## src/hw/rs485_line_pkg.sv

```systemverilog
package rs485_line_pkg;

  // ------------------------------------------------------------
  // Quarter-bit timing, clock cycles per quarter
  // ------------------------------------------------------------
  localparam int QDIV_FAST = 8;   // 1 MHz bit rate from 32 MHz
  localparam int QDIV_SLOW = 32;
  localparam int QCNT_W    = $clog2(QDIV_SLOW);  // Divider counter width

  // Transceiver direction
  localparam logic DIR_RX = 1'b0;
  localparam logic DIR_TX = 1'b1;

  // Line engine states
  typedef enum logic [3:0] {
    TX_WAIT,
    TX_FIRST,   // Marker + first byte
    TX_NEXT,
    TX_DONE,    // Idle quarters before turnaround
    RX_WAIT,
    RX_FIRST,
    RX_NEXT,
    RX_DONE,
    RX_DONE2
  } engine_state_t;

  // One receive FIFO entry
  typedef struct packed {
    logic       first;  // First byte of a reply
    logic [7:0] data;
  } rx_entry_t;

endpackage

```

## src/hw/rs485_regs_pkg.sv

```systemverilog
package rs485_regs_pkg;

  // Register map
  localparam logic [7:0] ADDR_CTRL   = 8'h00;
  localparam logic [7:0] ADDR_STATUS = 8'h04;  // Read only
  localparam logic [7:0] ADDR_TXDATA = 8'h08;  // Write only
  localparam logic [7:0] ADDR_RXDATA = 8'h0C;  // Read pops the RX FIFO

  // CTRL bits
  localparam int CTRL_START_BIT = 0;
  localparam int CTRL_SLOW_BIT  = 1;

  // Result codes reported by the engine
  localparam logic [2:0] STAT_NONE   = 3'd0;
  localparam logic [2:0] STAT_RX_OK  = 3'd1;
  localparam logic [2:0] STAT_RX_ERR = 3'd2;

  // STATUS bits, result sits in 2:0
  localparam int STAT_BUSY_BIT    = 4;
  localparam int STAT_TXFULL_BIT  = 5;
  localparam int STAT_RXEMPTY_BIT = 6;

  // RXDATA layout, data in 7:0
  localparam int RXD_FIRST_BIT = 8;
  localparam int RXD_EMPTY_BIT = 31;

  localparam int FIFO_DEPTH = 16;

endpackage

```

## src/hw/rs485_fifo.sv

```systemverilog
`timescale 1ns/1ps

module rs485_fifo #(
  parameter type entry_t = logic [7:0]
) (
  input  logic   p_in_clk,
  input  logic   p_in_rst,
  input  logic   i_wr,
  input  entry_t i_wdata,
  input  logic   i_rd,
  output entry_t o_rdata,
  output logic   o_empty,
  output logic   o_full
);

  logic [$clog2(rs485_regs_pkg::FIFO_DEPTH)-1:0] wr_ptr;
  logic [$clog2(rs485_regs_pkg::FIFO_DEPTH)-1:0] rd_ptr;
  logic [$clog2(rs485_regs_pkg::FIFO_DEPTH):0]   count;
  logic do_wr;
  logic do_rd;

  entry_t mem [rs485_regs_pkg::FIFO_DEPTH];

  assign o_empty = (count == '0);
  assign o_full  = (count == ($clog2(rs485_regs_pkg::FIFO_DEPTH) + 1)'(rs485_regs_pkg::FIFO_DEPTH));

  assign do_wr = i_wr && !o_full;   // Overflow is dropped
  assign do_rd = i_rd && !o_empty;

  assign o_rdata = mem[rd_ptr];     // Head visible without a read strobe

  // Storage
  always_ff @(posedge p_in_clk) begin
    if (do_wr)
      mem[wr_ptr] <= i_wdata;
  end

  // Pointers and fill level
  always_ff @(posedge p_in_clk) begin
    if (p_in_rst) begin
      wr_ptr <= '0;
      rd_ptr <= '0;
      count  <= '0;
    end else begin
      if (do_wr)
        wr_ptr <= wr_ptr + 1'b1;  // Wraps at depth
      if (do_rd)
        rd_ptr <= rd_ptr + 1'b1;
      case ({do_wr, do_rd})
        2'b10:   count <= count + 1'b1;
        2'b01:   count <= count - 1'b1;
        default: count <= count;
      endcase
    end
  end

endmodule

```

## src/hw/rs485_bit_timer.sv

```systemverilog
`timescale 1ns/1ps

module rs485_bit_timer (
  input  logic p_in_clk,
  input  logic p_in_rst,
  input  logic i_phy_rx,
  input  logic i_dir,
  input  logic i_slow,
  input  logic i_div_clr,
  output logic o_rx_sync,
  output logic o_rx_start,
  output logic o_qtr_en
);

  logic [1:0] sync_q;   // Two-flop synchronizer
  logic       rx_prev;
  logic       rx_edge;
  logic       rx_fall;
  logic       resync;
  logic [rs485_line_pkg::QCNT_W-1:0] cnt;
  logic [rs485_line_pkg::QCNT_W-1:0] qdiv_last;
  logic [rs485_line_pkg::QCNT_W-1:0] qdiv_mid;

  assign o_rx_sync = sync_q[1];
  assign rx_edge   = rx_prev ^ sync_q[1];
  assign rx_fall   = rx_prev & ~sync_q[1];

  assign qdiv_last = i_slow ? rs485_line_pkg::QCNT_W'(rs485_line_pkg::QDIV_SLOW - 1)
                            : rs485_line_pkg::QCNT_W'(rs485_line_pkg::QDIV_FAST - 1);
  assign qdiv_mid  = i_slow ? rs485_line_pkg::QCNT_W'(rs485_line_pkg::QDIV_SLOW / 2)
                            : rs485_line_pkg::QCNT_W'(rs485_line_pkg::QDIV_FAST / 2);

  // Receive: restart on each edge so the pulse lands mid-quarter
  assign resync = (i_dir == rs485_line_pkg::DIR_RX) && (rx_edge || !o_rx_start);

  // ------------------------------------------------------------
  // Line input and start detection
  // ------------------------------------------------------------
  always_ff @(posedge p_in_clk) begin
    if (p_in_rst) begin
      sync_q     <= 2'b11;  // Idle line is high
      rx_prev    <= 1'b1;
      o_rx_start <= 1'b0;
    end else begin
      sync_q  <= {sync_q[0], i_phy_rx};
      rx_prev <= sync_q[1];
      if (i_dir == rs485_line_pkg::DIR_TX)
        o_rx_start <= 1'b0;
      else if (rx_fall)
        o_rx_start <= 1'b1;  // Marker falling edge
    end
  end

  // ------------------------------------------------------------
  // Quarter-bit divider
  // ------------------------------------------------------------
  always_ff @(posedge p_in_clk) begin
    if (p_in_rst) begin
      cnt      <= '0;
      o_qtr_en <= 1'b0;
    end else begin
      if (i_div_clr || resync)
        cnt <= '0;
      else if (cnt >= qdiv_last)
        cnt <= '0;
      else
        cnt <= cnt + 1'b1;
      o_qtr_en <= !i_div_clr && (cnt == qdiv_mid);
    end
  end

endmodule

```

## src/hw/rs485_line_engine.sv

```systemverilog
`timescale 1ns/1ps

module rs485_line_engine (
  input  logic                      p_in_clk,
  input  logic                      p_in_rst,
  input  logic                      i_qtr_en,
  input  logic                      i_rx_sync,
  input  logic                      i_rx_start,
  input  logic                      i_txd_rdy,
  input  logic [7:0]                i_txd,
  output logic                      o_div_clr,
  output logic                      o_txd_rd,
  output logic                      o_phy_tx,
  output logic                      o_phy_dir,
  output logic                      o_rxd_wr,
  output rs485_line_pkg::rx_entry_t o_rxd,
  output logic [2:0]                o_status,
  output logic                      o_busy
);

  rs485_line_pkg::engine_state_t state;

  logic [5:0] qcnt;      // Quarter index within marker + byte
  logic [5:0] pos;       // Quarter index within the byte itself
  logic       tx_act;
  logic       rx_act;
  logic       tx_par;
  logic       tx_bit;
  logic       tx_line;
  logic [7:0] rx_byte;
  logic [1:0] stop_chk;
  logic       rx_err;

  assign o_busy = (state != rs485_line_pkg::TX_WAIT);
  assign tx_act = state inside {rs485_line_pkg::TX_FIRST, rs485_line_pkg::TX_NEXT};
  assign rx_act = state inside {rs485_line_pkg::RX_FIRST, rs485_line_pkg::RX_NEXT};

  // ------------------------------------------------------------
  // Quarter position and Manchester encoding
  // ------------------------------------------------------------
  always_comb begin
    case (state)
      rs485_line_pkg::TX_FIRST: pos = qcnt - 6'd4;  // Skip 4 marker quarters
      rs485_line_pkg::RX_FIRST: pos = qcnt - 6'd1;  // Last marker quarter left
      default:                  pos = qcnt;
    endcase
    tx_bit = i_txd[3'd7 - pos[4:2]];  // MSB first
    if (state == rs485_line_pkg::TX_FIRST && qcnt < 6'd4)
      tx_line = ~qcnt[1];             // Marker, high then low
    else if (pos < 6'd32)
      tx_line = pos[1] ? tx_bit : ~tx_bit;
    else
      tx_line = pos[1] ? tx_par : ~tx_par;
  end

  // Payload registers
  always_ff @(posedge p_in_clk) begin
    if (i_qtr_en) begin
      if (tx_act && pos == 6'd31)
        tx_par <= ^i_txd;
      if (rx_act && pos < 6'd32 && pos[1:0] == 2'd3)
        rx_byte[3'd7 - pos[4:2]] <= i_rx_sync;  // True half of the bit
      if (rx_act && pos == 6'd35) begin
        o_rxd.first <= (state == rs485_line_pkg::RX_FIRST);
        o_rxd.data  <= rx_byte;
      end
    end
  end

  // ------------------------------------------------------------
  // Main FSM
  // ------------------------------------------------------------
  always_ff @(posedge p_in_clk) begin
    if (p_in_rst) begin
      state     <= rs485_line_pkg::TX_WAIT;
      qcnt      <= '0;
      stop_chk  <= '0;
      rx_err    <= 1'b0;
      o_div_clr <= 1'b0;
      o_txd_rd  <= 1'b0;
      o_rxd_wr  <= 1'b0;
      o_phy_tx  <= 1'b1;
      o_phy_dir <= rs485_line_pkg::DIR_RX;
      o_status  <= rs485_regs_pkg::STAT_NONE;
    end else begin
      o_div_clr <= 1'b0;  // Strobes last one clock
      o_txd_rd  <= 1'b0;
      o_rxd_wr  <= 1'b0;

      case (state)
        rs485_line_pkg::TX_WAIT: begin
          if (i_txd_rdy) begin
            o_status  <= rs485_regs_pkg::STAT_NONE;
            o_phy_dir <= rs485_line_pkg::DIR_TX;
            qcnt      <= '0;
            state     <= rs485_line_pkg::TX_FIRST;
          end
        end

        rs485_line_pkg::TX_FIRST, rs485_line_pkg::TX_NEXT: begin
          if (i_qtr_en) begin
            o_phy_tx <= tx_line;
            if (pos == 6'd33)
              o_txd_rd <= 1'b1;  // Byte and parity captured, pop it
            if (pos == 6'd35) begin
              qcnt  <= '0;
              state <= i_txd_rdy ? rs485_line_pkg::TX_NEXT : rs485_line_pkg::TX_DONE;
            end else begin
              qcnt <= qcnt + 1'b1;
            end
          end
        end

        rs485_line_pkg::TX_DONE: begin
          if (i_qtr_en) begin
            o_phy_tx <= 1'b1;
            if (qcnt == 6'd3) begin
              qcnt      <= '0;
              o_phy_dir <= rs485_line_pkg::DIR_RX;
              o_div_clr <= 1'b1;
              state     <= rs485_line_pkg::RX_WAIT;
            end else begin
              qcnt <= qcnt + 1'b1;
            end
          end
        end

        rs485_line_pkg::RX_WAIT: begin
          if (i_rx_start) begin
            if (i_qtr_en) begin   // Middle of first low marker quarter
              qcnt  <= '0;
              state <= rs485_line_pkg::RX_FIRST;
            end
          end else if (i_txd_rdy) begin
            state <= rs485_line_pkg::TX_WAIT;  // New request before any reply
          end
        end

        rs485_line_pkg::RX_FIRST, rs485_line_pkg::RX_NEXT: begin
          if (i_qtr_en) begin
            if (state == rs485_line_pkg::RX_NEXT && pos < 6'd2)
              stop_chk[pos[0]] <= i_rx_sync;
            if (state == rs485_line_pkg::RX_NEXT && pos == 6'd2 && (&stop_chk) && i_rx_sync) begin
              state <= rs485_line_pkg::RX_DONE;  // Idle at byte boundary
            end else if (pos == 6'd35) begin
              qcnt <= '0;
              if ((^rx_byte) != i_rx_sync) begin
                rx_err <= 1'b1;
                state  <= rs485_line_pkg::RX_DONE;
              end else begin
                o_rxd_wr <= 1'b1;
                state    <= rs485_line_pkg::RX_NEXT;
              end
            end else begin
              qcnt <= qcnt + 1'b1;
            end
          end
        end

        rs485_line_pkg::RX_DONE: begin
          if (i_qtr_en) begin
            o_status <= rx_err ? rs485_regs_pkg::STAT_RX_ERR : rs485_regs_pkg::STAT_RX_OK;
            rx_err   <= 1'b0;
            state    <= rs485_line_pkg::RX_DONE2;
          end
        end

        rs485_line_pkg::RX_DONE2: begin
          if (i_qtr_en) begin
            o_div_clr <= 1'b1;
            state     <= rs485_line_pkg::TX_WAIT;
          end
        end

        default: state <= rs485_line_pkg::TX_WAIT;
      endcase
    end
  end

endmodule

```

## src/hw/rs485_apb_regs.sv

```systemverilog
`timescale 1ns/1ps

module rs485_apb_regs (
  input  logic                      p_in_clk,
  input  logic                      p_in_rst,
  // APB
  input  logic                      i_psel,
  input  logic                      i_penable,
  input  logic                      i_pwrite,
  input  logic [7:0]                i_paddr,
  input  logic [31:0]               i_pwdata,
  output logic [31:0]               o_prdata,
  output logic                      o_pready,
  output logic                      o_pslverr,
  // FIFOs
  output logic                      o_tx_wr,
  output logic [7:0]                o_tx_wdata,
  output logic                      o_rx_rd,
  input  logic                      i_tx_full,
  input  logic                      i_tx_empty,
  input  logic                      i_rx_empty,
  input  rs485_line_pkg::rx_entry_t i_rx_rdata,
  // Engine
  input  logic                      i_txd_rd,
  input  logic [2:0]                i_status,
  input  logic                      i_busy,
  output logic                      o_txd_rdy,
  output logic                      o_slow
);

  logic access;
  logic start;
  logic txd_rd_q;

  assign access   = i_psel && i_penable;
  assign o_pready = 1'b1;  // Zero wait states

  assign o_tx_wr    = access && i_pwrite && (i_paddr == rs485_regs_pkg::ADDR_TXDATA) && !i_tx_full;
  assign o_tx_wdata = i_pwdata[7:0];
  assign o_rx_rd    = access && !i_pwrite && (i_paddr == rs485_regs_pkg::ADDR_RXDATA) && !i_rx_empty;

  assign o_txd_rdy = start && !i_tx_empty;

  // ------------------------------------------------------------
  // Read data and error response
  // ------------------------------------------------------------
  always_comb begin
    o_prdata  = '0;
    o_pslverr = 1'b0;
    case (i_paddr)
      rs485_regs_pkg::ADDR_CTRL: begin
        o_prdata[rs485_regs_pkg::CTRL_START_BIT] = start;
        o_prdata[rs485_regs_pkg::CTRL_SLOW_BIT]  = o_slow;
      end
      rs485_regs_pkg::ADDR_STATUS: begin
        o_prdata[2:0]                              = i_status;
        o_prdata[rs485_regs_pkg::STAT_BUSY_BIT]    = i_busy;
        o_prdata[rs485_regs_pkg::STAT_TXFULL_BIT]  = i_tx_full;
        o_prdata[rs485_regs_pkg::STAT_RXEMPTY_BIT] = i_rx_empty;
        o_pslverr = access && i_pwrite;          // Read only
      end
      rs485_regs_pkg::ADDR_TXDATA: begin
        o_pslverr = access && (!i_pwrite || i_tx_full);
      end
      rs485_regs_pkg::ADDR_RXDATA: begin
        o_prdata[7:0]                            = i_rx_rdata.data;
        o_prdata[rs485_regs_pkg::RXD_FIRST_BIT]  = i_rx_rdata.first;
        o_prdata[rs485_regs_pkg::RXD_EMPTY_BIT]  = i_rx_empty;
      end
      default: o_pslverr = access;  // Unmapped
    endcase
  end

  // ------------------------------------------------------------
  // Control bits
  // ------------------------------------------------------------
  always_ff @(posedge p_in_clk) begin
    if (p_in_rst) begin
      start    <= 1'b0;
      o_slow   <= 1'b0;
      txd_rd_q <= 1'b0;
    end else begin
      txd_rd_q <= i_txd_rd;  // Empty flag is valid one clock after the pop
      if (access && i_pwrite && (i_paddr == rs485_regs_pkg::ADDR_CTRL)) begin
        start  <= i_pwdata[rs485_regs_pkg::CTRL_START_BIT];
        o_slow <= i_pwdata[rs485_regs_pkg::CTRL_SLOW_BIT];
      end else if (txd_rd_q && i_tx_empty) begin
        start <= 1'b0;       // Last byte taken
      end
    end
  end

endmodule

```

## src/hw/rs485_master_top.sv

```systemverilog
`timescale 1ns/1ps

module rs485_master_top (
  input  logic        p_in_clk,
  input  logic        p_in_rst,
  // APB
  input  logic        i_psel,
  input  logic        i_penable,
  input  logic        i_pwrite,
  input  logic [7:0]  i_paddr,
  input  logic [31:0] i_pwdata,
  output logic [31:0] o_prdata,
  output logic        o_pready,
  output logic        o_pslverr,
  // RS-485 transceiver
  input  logic        i_phy_rx,
  output logic        o_phy_tx,
  output logic        o_phy_dir
);

  // Register block <-> FIFOs
  logic                      tx_wr;
  logic [7:0]                tx_wdata;
  logic                      tx_full;
  logic                      tx_empty;
  logic [7:0]                tx_rdata;
  logic                      rx_rd;
  logic                      rx_empty;
  rs485_line_pkg::rx_entry_t rx_rdata;

  // Engine side
  logic                      txd_rdy;
  logic                      txd_rd;
  logic                      rxd_wr;
  rs485_line_pkg::rx_entry_t rxd;
  logic [2:0]                status;
  logic                      busy;
  logic                      slow;

  // Timer side
  logic rx_sync;
  logic rx_start;
  logic qtr_en;
  logic div_clr;

  rs485_apb_regs u_regs (
    .p_in_clk   (p_in_clk),
    .p_in_rst   (p_in_rst),
    .i_psel     (i_psel),
    .i_penable  (i_penable),
    .i_pwrite   (i_pwrite),
    .i_paddr    (i_paddr),
    .i_pwdata   (i_pwdata),
    .o_prdata   (o_prdata),
    .o_pready   (o_pready),
    .o_pslverr  (o_pslverr),
    .o_tx_wr    (tx_wr),
    .o_tx_wdata (tx_wdata),
    .o_rx_rd    (rx_rd),
    .i_tx_full  (tx_full),
    .i_tx_empty (tx_empty),
    .i_rx_empty (rx_empty),
    .i_rx_rdata (rx_rdata),
    .i_txd_rd   (txd_rd),
    .i_status   (status),
    .i_busy     (busy),
    .o_txd_rdy  (txd_rdy),
    .o_slow     (slow)
  );

  rs485_fifo #(.entry_t(logic [7:0])) u_tx_fifo (
    .p_in_clk (p_in_clk),
    .p_in_rst (p_in_rst),
    .i_wr     (tx_wr),
    .i_wdata  (tx_wdata),
    .i_rd     (txd_rd),
    .o_rdata  (tx_rdata),
    .o_empty  (tx_empty),
    .o_full   (tx_full)
  );

  // Pushes into a full RX FIFO are dropped inside the FIFO
  rs485_fifo #(.entry_t(rs485_line_pkg::rx_entry_t)) u_rx_fifo (
    .p_in_clk (p_in_clk),
    .p_in_rst (p_in_rst),
    .i_wr     (rxd_wr),
    .i_wdata  (rxd),
    .i_rd     (rx_rd),
    .o_rdata  (rx_rdata),
    .o_empty  (rx_empty),
    .o_full   ()
  );

  rs485_bit_timer u_timer (
    .p_in_clk   (p_in_clk),
    .p_in_rst   (p_in_rst),
    .i_phy_rx   (i_phy_rx),
    .i_dir      (o_phy_dir),
    .i_slow     (slow),
    .i_div_clr  (div_clr),
    .o_rx_sync  (rx_sync),
    .o_rx_start (rx_start),
    .o_qtr_en   (qtr_en)
  );

  rs485_line_engine u_engine (
    .p_in_clk   (p_in_clk),
    .p_in_rst   (p_in_rst),
    .i_qtr_en   (qtr_en),
    .i_rx_sync  (rx_sync),
    .i_rx_start (rx_start),
    .i_txd_rdy  (txd_rdy),
    .i_txd      (tx_rdata),
    .o_div_clr  (div_clr),
    .o_txd_rd   (txd_rd),
    .o_phy_tx   (o_phy_tx),
    .o_phy_dir  (o_phy_dir),
    .o_rxd_wr   (rxd_wr),
    .o_rxd      (rxd),
    .o_status   (status),
    .o_busy     (busy)
  );

endmodule

```

## config.mk

```make
export PLATFORM = sky130hd
export DESIGN_NAME = rs485_master_top
export DESIGN_NICKNAME = d
export VERILOG_FILES = /design/src/hw/rs485_line_pkg.sv /design/src/hw/rs485_regs_pkg.sv /design/src/hw/rs485_fifo.sv /design/src/hw/rs485_bit_timer.sv /design/src/hw/rs485_line_engine.sv /design/src/hw/rs485_apb_regs.sv /design/src/hw/rs485_master_top.sv
export SDC_FILE = /design/constraint.sdc
export NUM_CORES = 1
export LEC_CHECK = 0
export ABC_AREA = 1
export BUFFER_PORTS_ARGS = -buffer_cell sky130_fd_sc_hd__buf_2
export CORE_MARGIN = 1.5
export CORE_UTILIZATION = 34
export CTS_CLUSTER_DIAMETER = 40
export CTS_CLUSTER_SIZE = 20
export DETAILED_ROUTE_END_ITERATION = 10
export GPL_TIMING_DRIVEN = 0
export SLEW_MARGIN = 30
export SYNTH_ARGS = -nofsm -noshare
export SYNTH_HDL_FRONTEND = slang
export SYNTH_SLANG_ARGS = --single-unit
```

## constraint.sdc

```tcl
create_clock -name p_in_clk -period 3.8 [get_ports p_in_clk]
set_clock_uncertainty 0.1 [all_clocks]
set_input_delay 0.38 -clock p_in_clk [delete_from_list [all_inputs] [get_ports p_in_clk]]
set_output_delay 0.38 -clock p_in_clk [all_outputs]
set_load 0.05 [all_outputs]
```

==> results of run 1 <==
-- synth_stat cells (2+ instances only) --
master and n:
a211oi_1 7, a21oi_1 72, a21oi_2 3, a22oi_1 2
a31oi_1 6, buf_1 5, buf_2 11, buf_4 23
clkbuf_1 36, conb_1 2, dfxtp_1 67, edfxtp_1 290
fa_1 2, ha_1 27, inv_1 187, inv_2 6
mux2i_1 35, nand2_1 336, nand2_2 2, nand2_4 7
nand3_1 118, nand4_1 9, nor2_1 116, nor2_2 4
nor2_4 4, nor3_1 15, nor4_1 5, o211ai_1 12
o21ai_0 107, o21ai_2 3, or2_2 4, xnor2_1 15
xor2_1 6
-- flip-flops by register name, indices dropped and copies added (netlist names), 2 cells and up, named ones only --
name,flops
u_rx_fifo.wr_ptr,4
u_rx_fifo.count,5
u_tx_fifo.count,5
u_engine.rx_byte,8
u_timer.cnt,5
u_tx_fifo.rd_ptr,4
u_engine.state,4
u_rx_fifo.mem,144
u_engine.o_status,2
u_engine.o_rxd,9
u_tx_fifo.wr_ptr,4
u_engine.stop_chk,2
u_rx_fifo.rd_ptr,4
u_tx_fifo.mem,128
u_engine.qcnt,6
u_timer.sync_q,2
-- kinds of logic after synthesis --
kind of cell    Yosys count  synth area share (%)
fa+ha+maj                29                  2.36
compound gates          218                  7.46
xor+xnor                 21                  1.15
other cells               2                0.0469
buf+inv                 271                  7.03
simple gates            627                  17.0
mux                      35                  2.19
flops                   357                  62.8
-- report_power, final --
part | leakage [nW] | total (mW) | internal (mW) | switching (mW)
Combinational | 3.18 | 0.495 | 0.138 | 0.358
Clock | 0.759 | 4.39 | 2.58 | 1.81
Sequential | 3.14 | 4.23 | 4.21 | 0.0201
-- how the worst max path moves through the flow --
stage | start | end | slack [ps] | cells past startpoint
final | register | o_prdata[6] | 170 | 8
after global routing | register | o_prdata[5] | 7 | 10
after CTS | register | o_prdata[6] | 70 | 9
after detailed placement | i_paddr[1] | u_rx_fifo.count[4]$_SDFFE_PP0P_ | -480 | 18
after global placement | i_paddr[7] | u_rx_fifo.count[4]$_SDFFE_PP0P_ | -370 | 18
after floorplan | i_paddr[7] | u_rx_fifo.count[4]$_SDFFE_PP0P_ | 980 | 17
-- cell type report --
type / instances / area, µm² / area share [%]
Tap cell: 607 / 759 / 4.08
Timing Repair Buffer: 34 / 175 / 0.940
Inverter: 196 / 743 / 3.99
Clock buffer: 53 / 1220 / 6.54
Multi-Input combinational cell: 953 / 4940 / 26.5
Sequential cell: 357 / 10000 / 54.0
Clock inverter: 32 / 350 / 1.88
Buffer: 75 / 387 / 2.08
-- per-layer routing --
| layer | up-vias | GRT usage, % |
|---|---|---|
| met3 | 74 | 2.53 |
| met4 | 0 | 5.31 |
| met2 | 354 | 27.8 |
| met1 | 5318 | 22.6 |
| met5 | - | 0 |
| li1 | 5435 | - |
-- per-stage QoR --
stage               std cells  total power, mW  area (µm²)  worst slack, ps
global placement         2221             4.79       17000             -373
floorplan                1581             4.68       16100              978
detailed placement       2221             4.80       17000             -480
finish                   2307             9.11       18600              165
CTS                      2307             9.18       18600             71.6
global route             2307             9.40       18600             6.63
-- timing repair --
| item | in CTS | in global routing |
|---|---|---|
| resized for setup | 1 | 6 |
| buffers inserted | 0 | 0 |
| setup endpoints to repair | 1 | 3 |
| hold buffers | 1 | 0 |
| gates cloned | 0 | 0 |
| hold endpoints to repair | 1 | 0 |
==> results by group, run 1 <==
Global route
  – GRT Total Usage: 16.8%
  – Initial antenna violation count: 0
  – GRT overflow: 0
  – Pin count of the biggest net entering global routing: 18
  – Vias in the first global route: 10.8k
  – First-pass GRT wire length: 61800 µm

Final layout
  – Commonest non-fill, non-tap cell in the layout: nand2_1
  – # fillers: 4448
  – Most frequent cells in the layout: nand2_1 (336), edfxtp_1 (290), inv_1 (187)
  – Nets: 1739
  – Ratio of cells with drive above 1 in the final layout: 11.8%
  – N_diodes: 0
  – Area Overhead vs Synth: 16.3%
  – Utilization after layout: 40.0%

Routing
  – Post-Route WL: 39800 µm
  – Metal2 WL: 18700 µm
  – Number of vias per cell: 4.85
  – WL met1: 17900 µm
  – Avg WL per Cell: 17.2 µm
  – Vias: 11.2k
  – Initial drt markers: 854
  – Metal3 WL: 2310 µm
  – Highest routed metal layer: met4
  – Drt first pass iters: 5
  – Post-DRT Antenna Nets: 0
  – Post-route DRC: 0

Worst setup path
  – Worst Path Max Fanout: 10
  – CP dominant cell by count: buf_2
  – Crit Path Class: register to primary output
  – CP Launch Type: register
  – CP cell instances: clkbuf_1, buf_2, buf_2, o211ai_1, a31oi_1, o21ai_0, o21ai_0, buf_2
  – R2R cell count: 15
  – Internal reg-to-reg setup slack: 440 ps
  – Crit path buffers/inverters: 4
  – Cell family with most CP delay: buffers and inverters
  – R2r endpoint: u_tx_fifo.count[4]$_SDFFE_PP0P_
  – Data arrival, critical path: 3150 ps
  – Slowest cell on crit path: clkbuf_1
  – Max incr delay on CP: 390 ps
  – Crit end category: primary output
  – Worst R2R Start: u_tx_fifo.count[1]$_SDFFE_PP0P_
  – CP required: 3320 ps

Timing
  – Final Hold Fails: 0
  – Final Hold Slack: 98.4 ps
  – RSZ-0062 raised after global routing: false
  – Final cycle utilization of the critical path: 95.6%
  – Worst slew margin: 36.3%
  – Max Clk Rate: 275 MHz
  – Final setup viols: 0
  – Worst-margin pin slew: 952 ps
  – Setup TNS: 0 ps
  – Post-layout min period: 3630 ps
  – Fin. max-slew vios: 0

Clock network
  – TritonCTS clock tree: done
  – H-Tree Level Count: 2
  – Clock sink count: 357
  – Total CTS buffers: 47
  – Latest clock arrival within the worst-skew pair: 570 ps
  – Clock transition at path regs: 70 ps
  – Clock Tree Root: clkbuf_16
  – Maximum clock path buffer count: 3

Synthesis
  – Number of synthesized flops with an enable pin: 290
  – Synthesis warning total: 0
  – Cell count after synthesis: 1560
  – Synth area leaders: edfxtp_1 (54%), dfxtp_1 (8.4%), nand2_1 (7.9%), inv_1 (4.4%), nand3_1 (3.7%)
  – Synth top area share: 54.4%
  – Yosys top cell by area: edfxtp_1
  – Seq/Total Area, Yosys: 62.8%
  – Async set or reset register ratio after synthesis: 0%
  – Syn Std Cell Area: 16000 µm²
  – Avg Synthesized Cell Area: 10.3 µm²
  – Synth cell types: 49
  – Synth Flop Type: edfxtp_1
  – Post-synthesis sequential element count: 357

Run status
  – Outcome: finished, final reports clean

Placed design
  – GPL Wtd Cong: 0.873
  – DPL Wire Length: 27000 µm
  – Port Buffer Count: 33

Power and ir drop
  – Leakage power: 7.09 nW
  – VDD IR max: 0.429 mV
  – Power Density: 489 nW/µm²

Die
  – Starting Density: 34.4%
  – Die W: 220 µm
  – Die H: 220 µm
  – Core Region: 46600 µm²
  – Die area: 48400 µm²
  – FP Rows: 79
  – # IOs: 82

Hold path
  – Hold_sp: i_pwdata[3]
  – Worst hold endpoint: u_tx_fifo.mem[4][3]$_DFFE_PP_
  – Worst Hold Path Cells: 1
  – Hold Crit Class: input port to register

Flow run
  – # Max-Cap Violations: 0
(Power assumes the default switching activity.)
==> run 2, diff against run 1 <==
--- a/config.mk
+++ b/config.mk
@@ -13,6 +13,8 @@
 export CTS_CLUSTER_SIZE = 20
 export DETAILED_ROUTE_END_ITERATION = 10
 export GPL_TIMING_DRIVEN = 0
+export REMOVE_ABC_BUFFERS = 1
+export SKIP_CTS_REPAIR_TIMING = 1
 export SLEW_MARGIN = 30
 export SYNTH_ARGS = -nofsm -noshare
 export SYNTH_HDL_FRONTEND = slang
==> run 2 against run 1 <==
Non-clock buffer count is 71 lower. Largest power group is now registers. Maximum frequency grew 6.6%. Sequential share of layout area grew 1.5 points. First-iteration DRC count is 9.3% lower. Critical path type unchanged. Via count decreased by 5.0%.
==> results by group, run 2 (synthesis gave the netlist of run 1 again) <==
Timing
  – Final Hold Fails: 0 (unchanged)
  – Max Clk Rate: 293 MHz (was 275 MHz)
  – RSZ-0062 raised after global routing: false (unchanged)
  – Final cycle utilization of the critical path: 89.7% (was 95.6%)
  – Worst slew margin: 37.6% (was 36.3%)
  – Final setup viols: 0 (unchanged)
  – Post-layout min period: 3410 ps (was 3630 ps)
  – Setup TNS: 0 ps (unchanged)
  – Worst-margin pin slew: 933 ps (was 952 ps)
  – Final Hold Slack: 127 ps (was 98.4 ps)
  – Fin. max-slew vios: 0 (unchanged)

Hold path
  – Hold_sp: i_pwdata[6] (was i_pwdata[3])
  – Hold Crit Class: input port to register (unchanged)
  – Worst hold endpoint: u_tx_fifo.mem[0][6]$_DFFE_PP_ (was u_tx_fifo.mem[4][3]$_DFFE_PP_)
  – Worst Hold Path Cells: 1 (unchanged)

Power and ir drop
  – VDD IR max: 0.387 mV (was 0.429 mV)
  – Power Density: 480 nW/µm² (was 489 nW/µm²)
  – Leakage power: 6.80 nW (was 7.09 nW)

Die
  – Die H: 220 µm (unchanged)
  – Starting Density: 34.4% (unchanged)
  – # IOs: 82 (unchanged)
  – FP Rows: 79 (unchanged)
  – Die W: 220 µm (unchanged)
  – Die area: 48400 µm² (unchanged)
  – Core Region: 46600 µm² (unchanged)

Worst setup path
  – Data arrival, critical path: 2930 ps (was 3150 ps)
  – Max incr delay on CP: 790 ps (was 390 ps)
  – CP required: 3320 ps (about the same)
  – Crit end category: primary output (unchanged)
  – Slowest cell on crit path: dfxtp_4 (was clkbuf_1)
  – Worst R2R Start: u_tx_fifo.count[1]$_SDFFE_PP0P_ (unchanged)
  – R2r endpoint: u_tx_fifo.count[4]$_SDFFE_PP0P_ (unchanged)
  – CP Launch Type: register (unchanged)
  – Worst Path Max Fanout: 56 (was 10)
  – Worst path depth: 8 (unchanged)
  – Internal reg-to-reg setup slack: 430 ps (was 440 ps)
  – Crit Path Class: register to primary output (unchanged)
  – Crit path buffers/inverters: 2 (was 4)
  – Cell family with most CP delay: compound AO/OA/AOI/OAI gates (was buffers and inverters)
  – CP dominant cell by count: o21ai_0 (was buf_2)
  – R2R cell count: 15 (unchanged)
  – CP cell instances: buf_16, mux2i_1, o211ai_1, o21ai_0, a21oi_1, o21ai_0, o21ai_0, buf_2 (was clkbuf_1, buf_2, buf_2, o211ai_1, a31oi_1, o21ai_0, o21ai_0, buf_2)

Final layout
  – Ratio of cells with drive above 1 in the final layout: 9.81% (was 11.8%)
  – Area Overhead vs Synth: 13.4% (was 16.3%)
  – # fillers: 4496 (was 4448)
  – Biggest register: u_rx_fifo.mem (unchanged)
  – Utilization after layout: 39.0% (was 40.0%)
  – Commonest non-fill, non-tap cell in the layout: nand2_1 (unchanged)
  – Most frequent cells in the layout: nand2_1 (336), edfxtp_1 (290), inv_1 (186) (was nand2_1 (336), edfxtp_1 (290), inv_1 (187))
  – Register area: 10100 µm² (was 10000 µm²)
  – Max reg flops: 144 (unchanged)
  – Area occupied by multi-input gates: 4920 µm² (was 4940 µm²)
  – Nets: 1662 (was 1739)
  – Top Registers: u_rx_fifo.mem x144, u_tx_fifo.mem x128, u_engine.o_rxd x9 (unchanged)
  – N_diodes: 0 (unchanged)

Routing
  – Post-DRT Antenna Nets: 0 (unchanged)
  – Vias: 10.6k (was 11.2k)
  – Avg WL per Cell: 15.7 µm (was 17.2 µm)
  – Number of vias per cell: 4.77 (was 4.85)
  – Initial drt markers: 775 (was 854)
  – Post-route DRC: 0 (unchanged)
  – Post-Route WL: 35000 µm (was 39800 µm)
  – Drt first pass iters: 7 (was 5)

Clock network
  – Clock sink count: 357 (unchanged)
  – Clock transition at path regs: 70 ps (about the same)
  – H-Tree Level Count: 2 (unchanged)
  – TritonCTS clock tree: done (unchanged)
  – Latest clock arrival within the worst-skew pair: 560 ps (was 570 ps)
  – Total CTS buffers: 41 (was 47)
  – Maximum clock path buffer count: 3 (unchanged)
  – Clock Tree Root: clkbuf_16 (unchanged)

Run status
  – Outcome: finished, final reports clean (unchanged)

Placed design
  – GPL Wtd Cong: 0.831 (was 0.873)
  – DPL Wire Length: 22100 µm (was 27000 µm)
  – Port Buffer Count: 34 (was 33)

Global route
  – First-pass GRT wire length: 54500 µm (was 61800 µm)
  – Pin count of the biggest net entering global routing: 63 (was 18)
  – Initial antenna violation count: 0 (unchanged)
  – GRT Total Usage: 14.5% (was 16.8%)
  – GRT overflow: 0 (unchanged)
  – Vias in the first global route: 10.2k (was 10.8k)

Flow run
  – # Max-Cap Violations: 0 (unchanged)
run 2: cell count changes in the layout (fill, tap and decap cells not counted), sizes merged:
cell	delta
buf	-35
bufinv	-2
clkbuf	-44
clkinvlp	-1
inv	+7
clkinv	-5
run 2: layer usage:
layer | up-vias | part of all wire (%) | wire length [µm] | track usage, %
li1 | 5292 | - | - | -
met1 | 4989 | 44 | 15300 | 18.9
met2 | 268 | 48 | 16800 | 24.4
met3 | 70 | 5.2 | 1830 | 2.28
met4 | 0 | 2.9 | 1020 | 5.10
met5 | - | 0 | 0 | 0
run 2: layout make-up:
type / instances / area share (%)
flip-flops and latches: 357 / 55.4
multi-input cells: 953 / 27.1
clock buffers: 45 / 5.84
well taps: 607 / 4.18
inverters: 196 / 4.11
clock inverters: 31 / 1.94
repair buffers: 38 / 1.41
run 2: worst max-delay path by stage:
| stage | endpoint |
|---|---|
| finish | o_prdata[6] |
| global route | o_prdata[7] |
| CTS | o_prdata[7] |
| detailed placement | u_rx_fifo.count[4]$_SDFFE_PP0P_ |
| global placement | o_prdata[7] |
| floorplan | o_prdata[7] |
run 2: where the power goes:
group	internal, mW	switching (mW)	total (mW)	leakage (nW)
clock	2.22	1.81	4.02	0.683
combinational	0.121	0.357	0.478	2.97
sequential	4.20	0.0198	4.22	3.14
run 2: through the flow:
| stage | instances | total power [mW] | worst slack [ps] | cell area (µm²) |
|---|---|---|---|---|
| 2_1_floorplan | 1506 | 4.66 | -581 | 15700 |
| 3_3_place_gp | 2147 | 4.78 | -1590 | 16600 |
| 3_5_place_dp | 2150 | 4.78 | 220 | 16700 |
| 4_1_cts | 2226 | 8.81 | 287 | 18100 |
| 5_1_grt | 2227 | 9.00 | 175 | 18200 |
| 6_report | 2227 | 8.72 | 392 | 18200 |
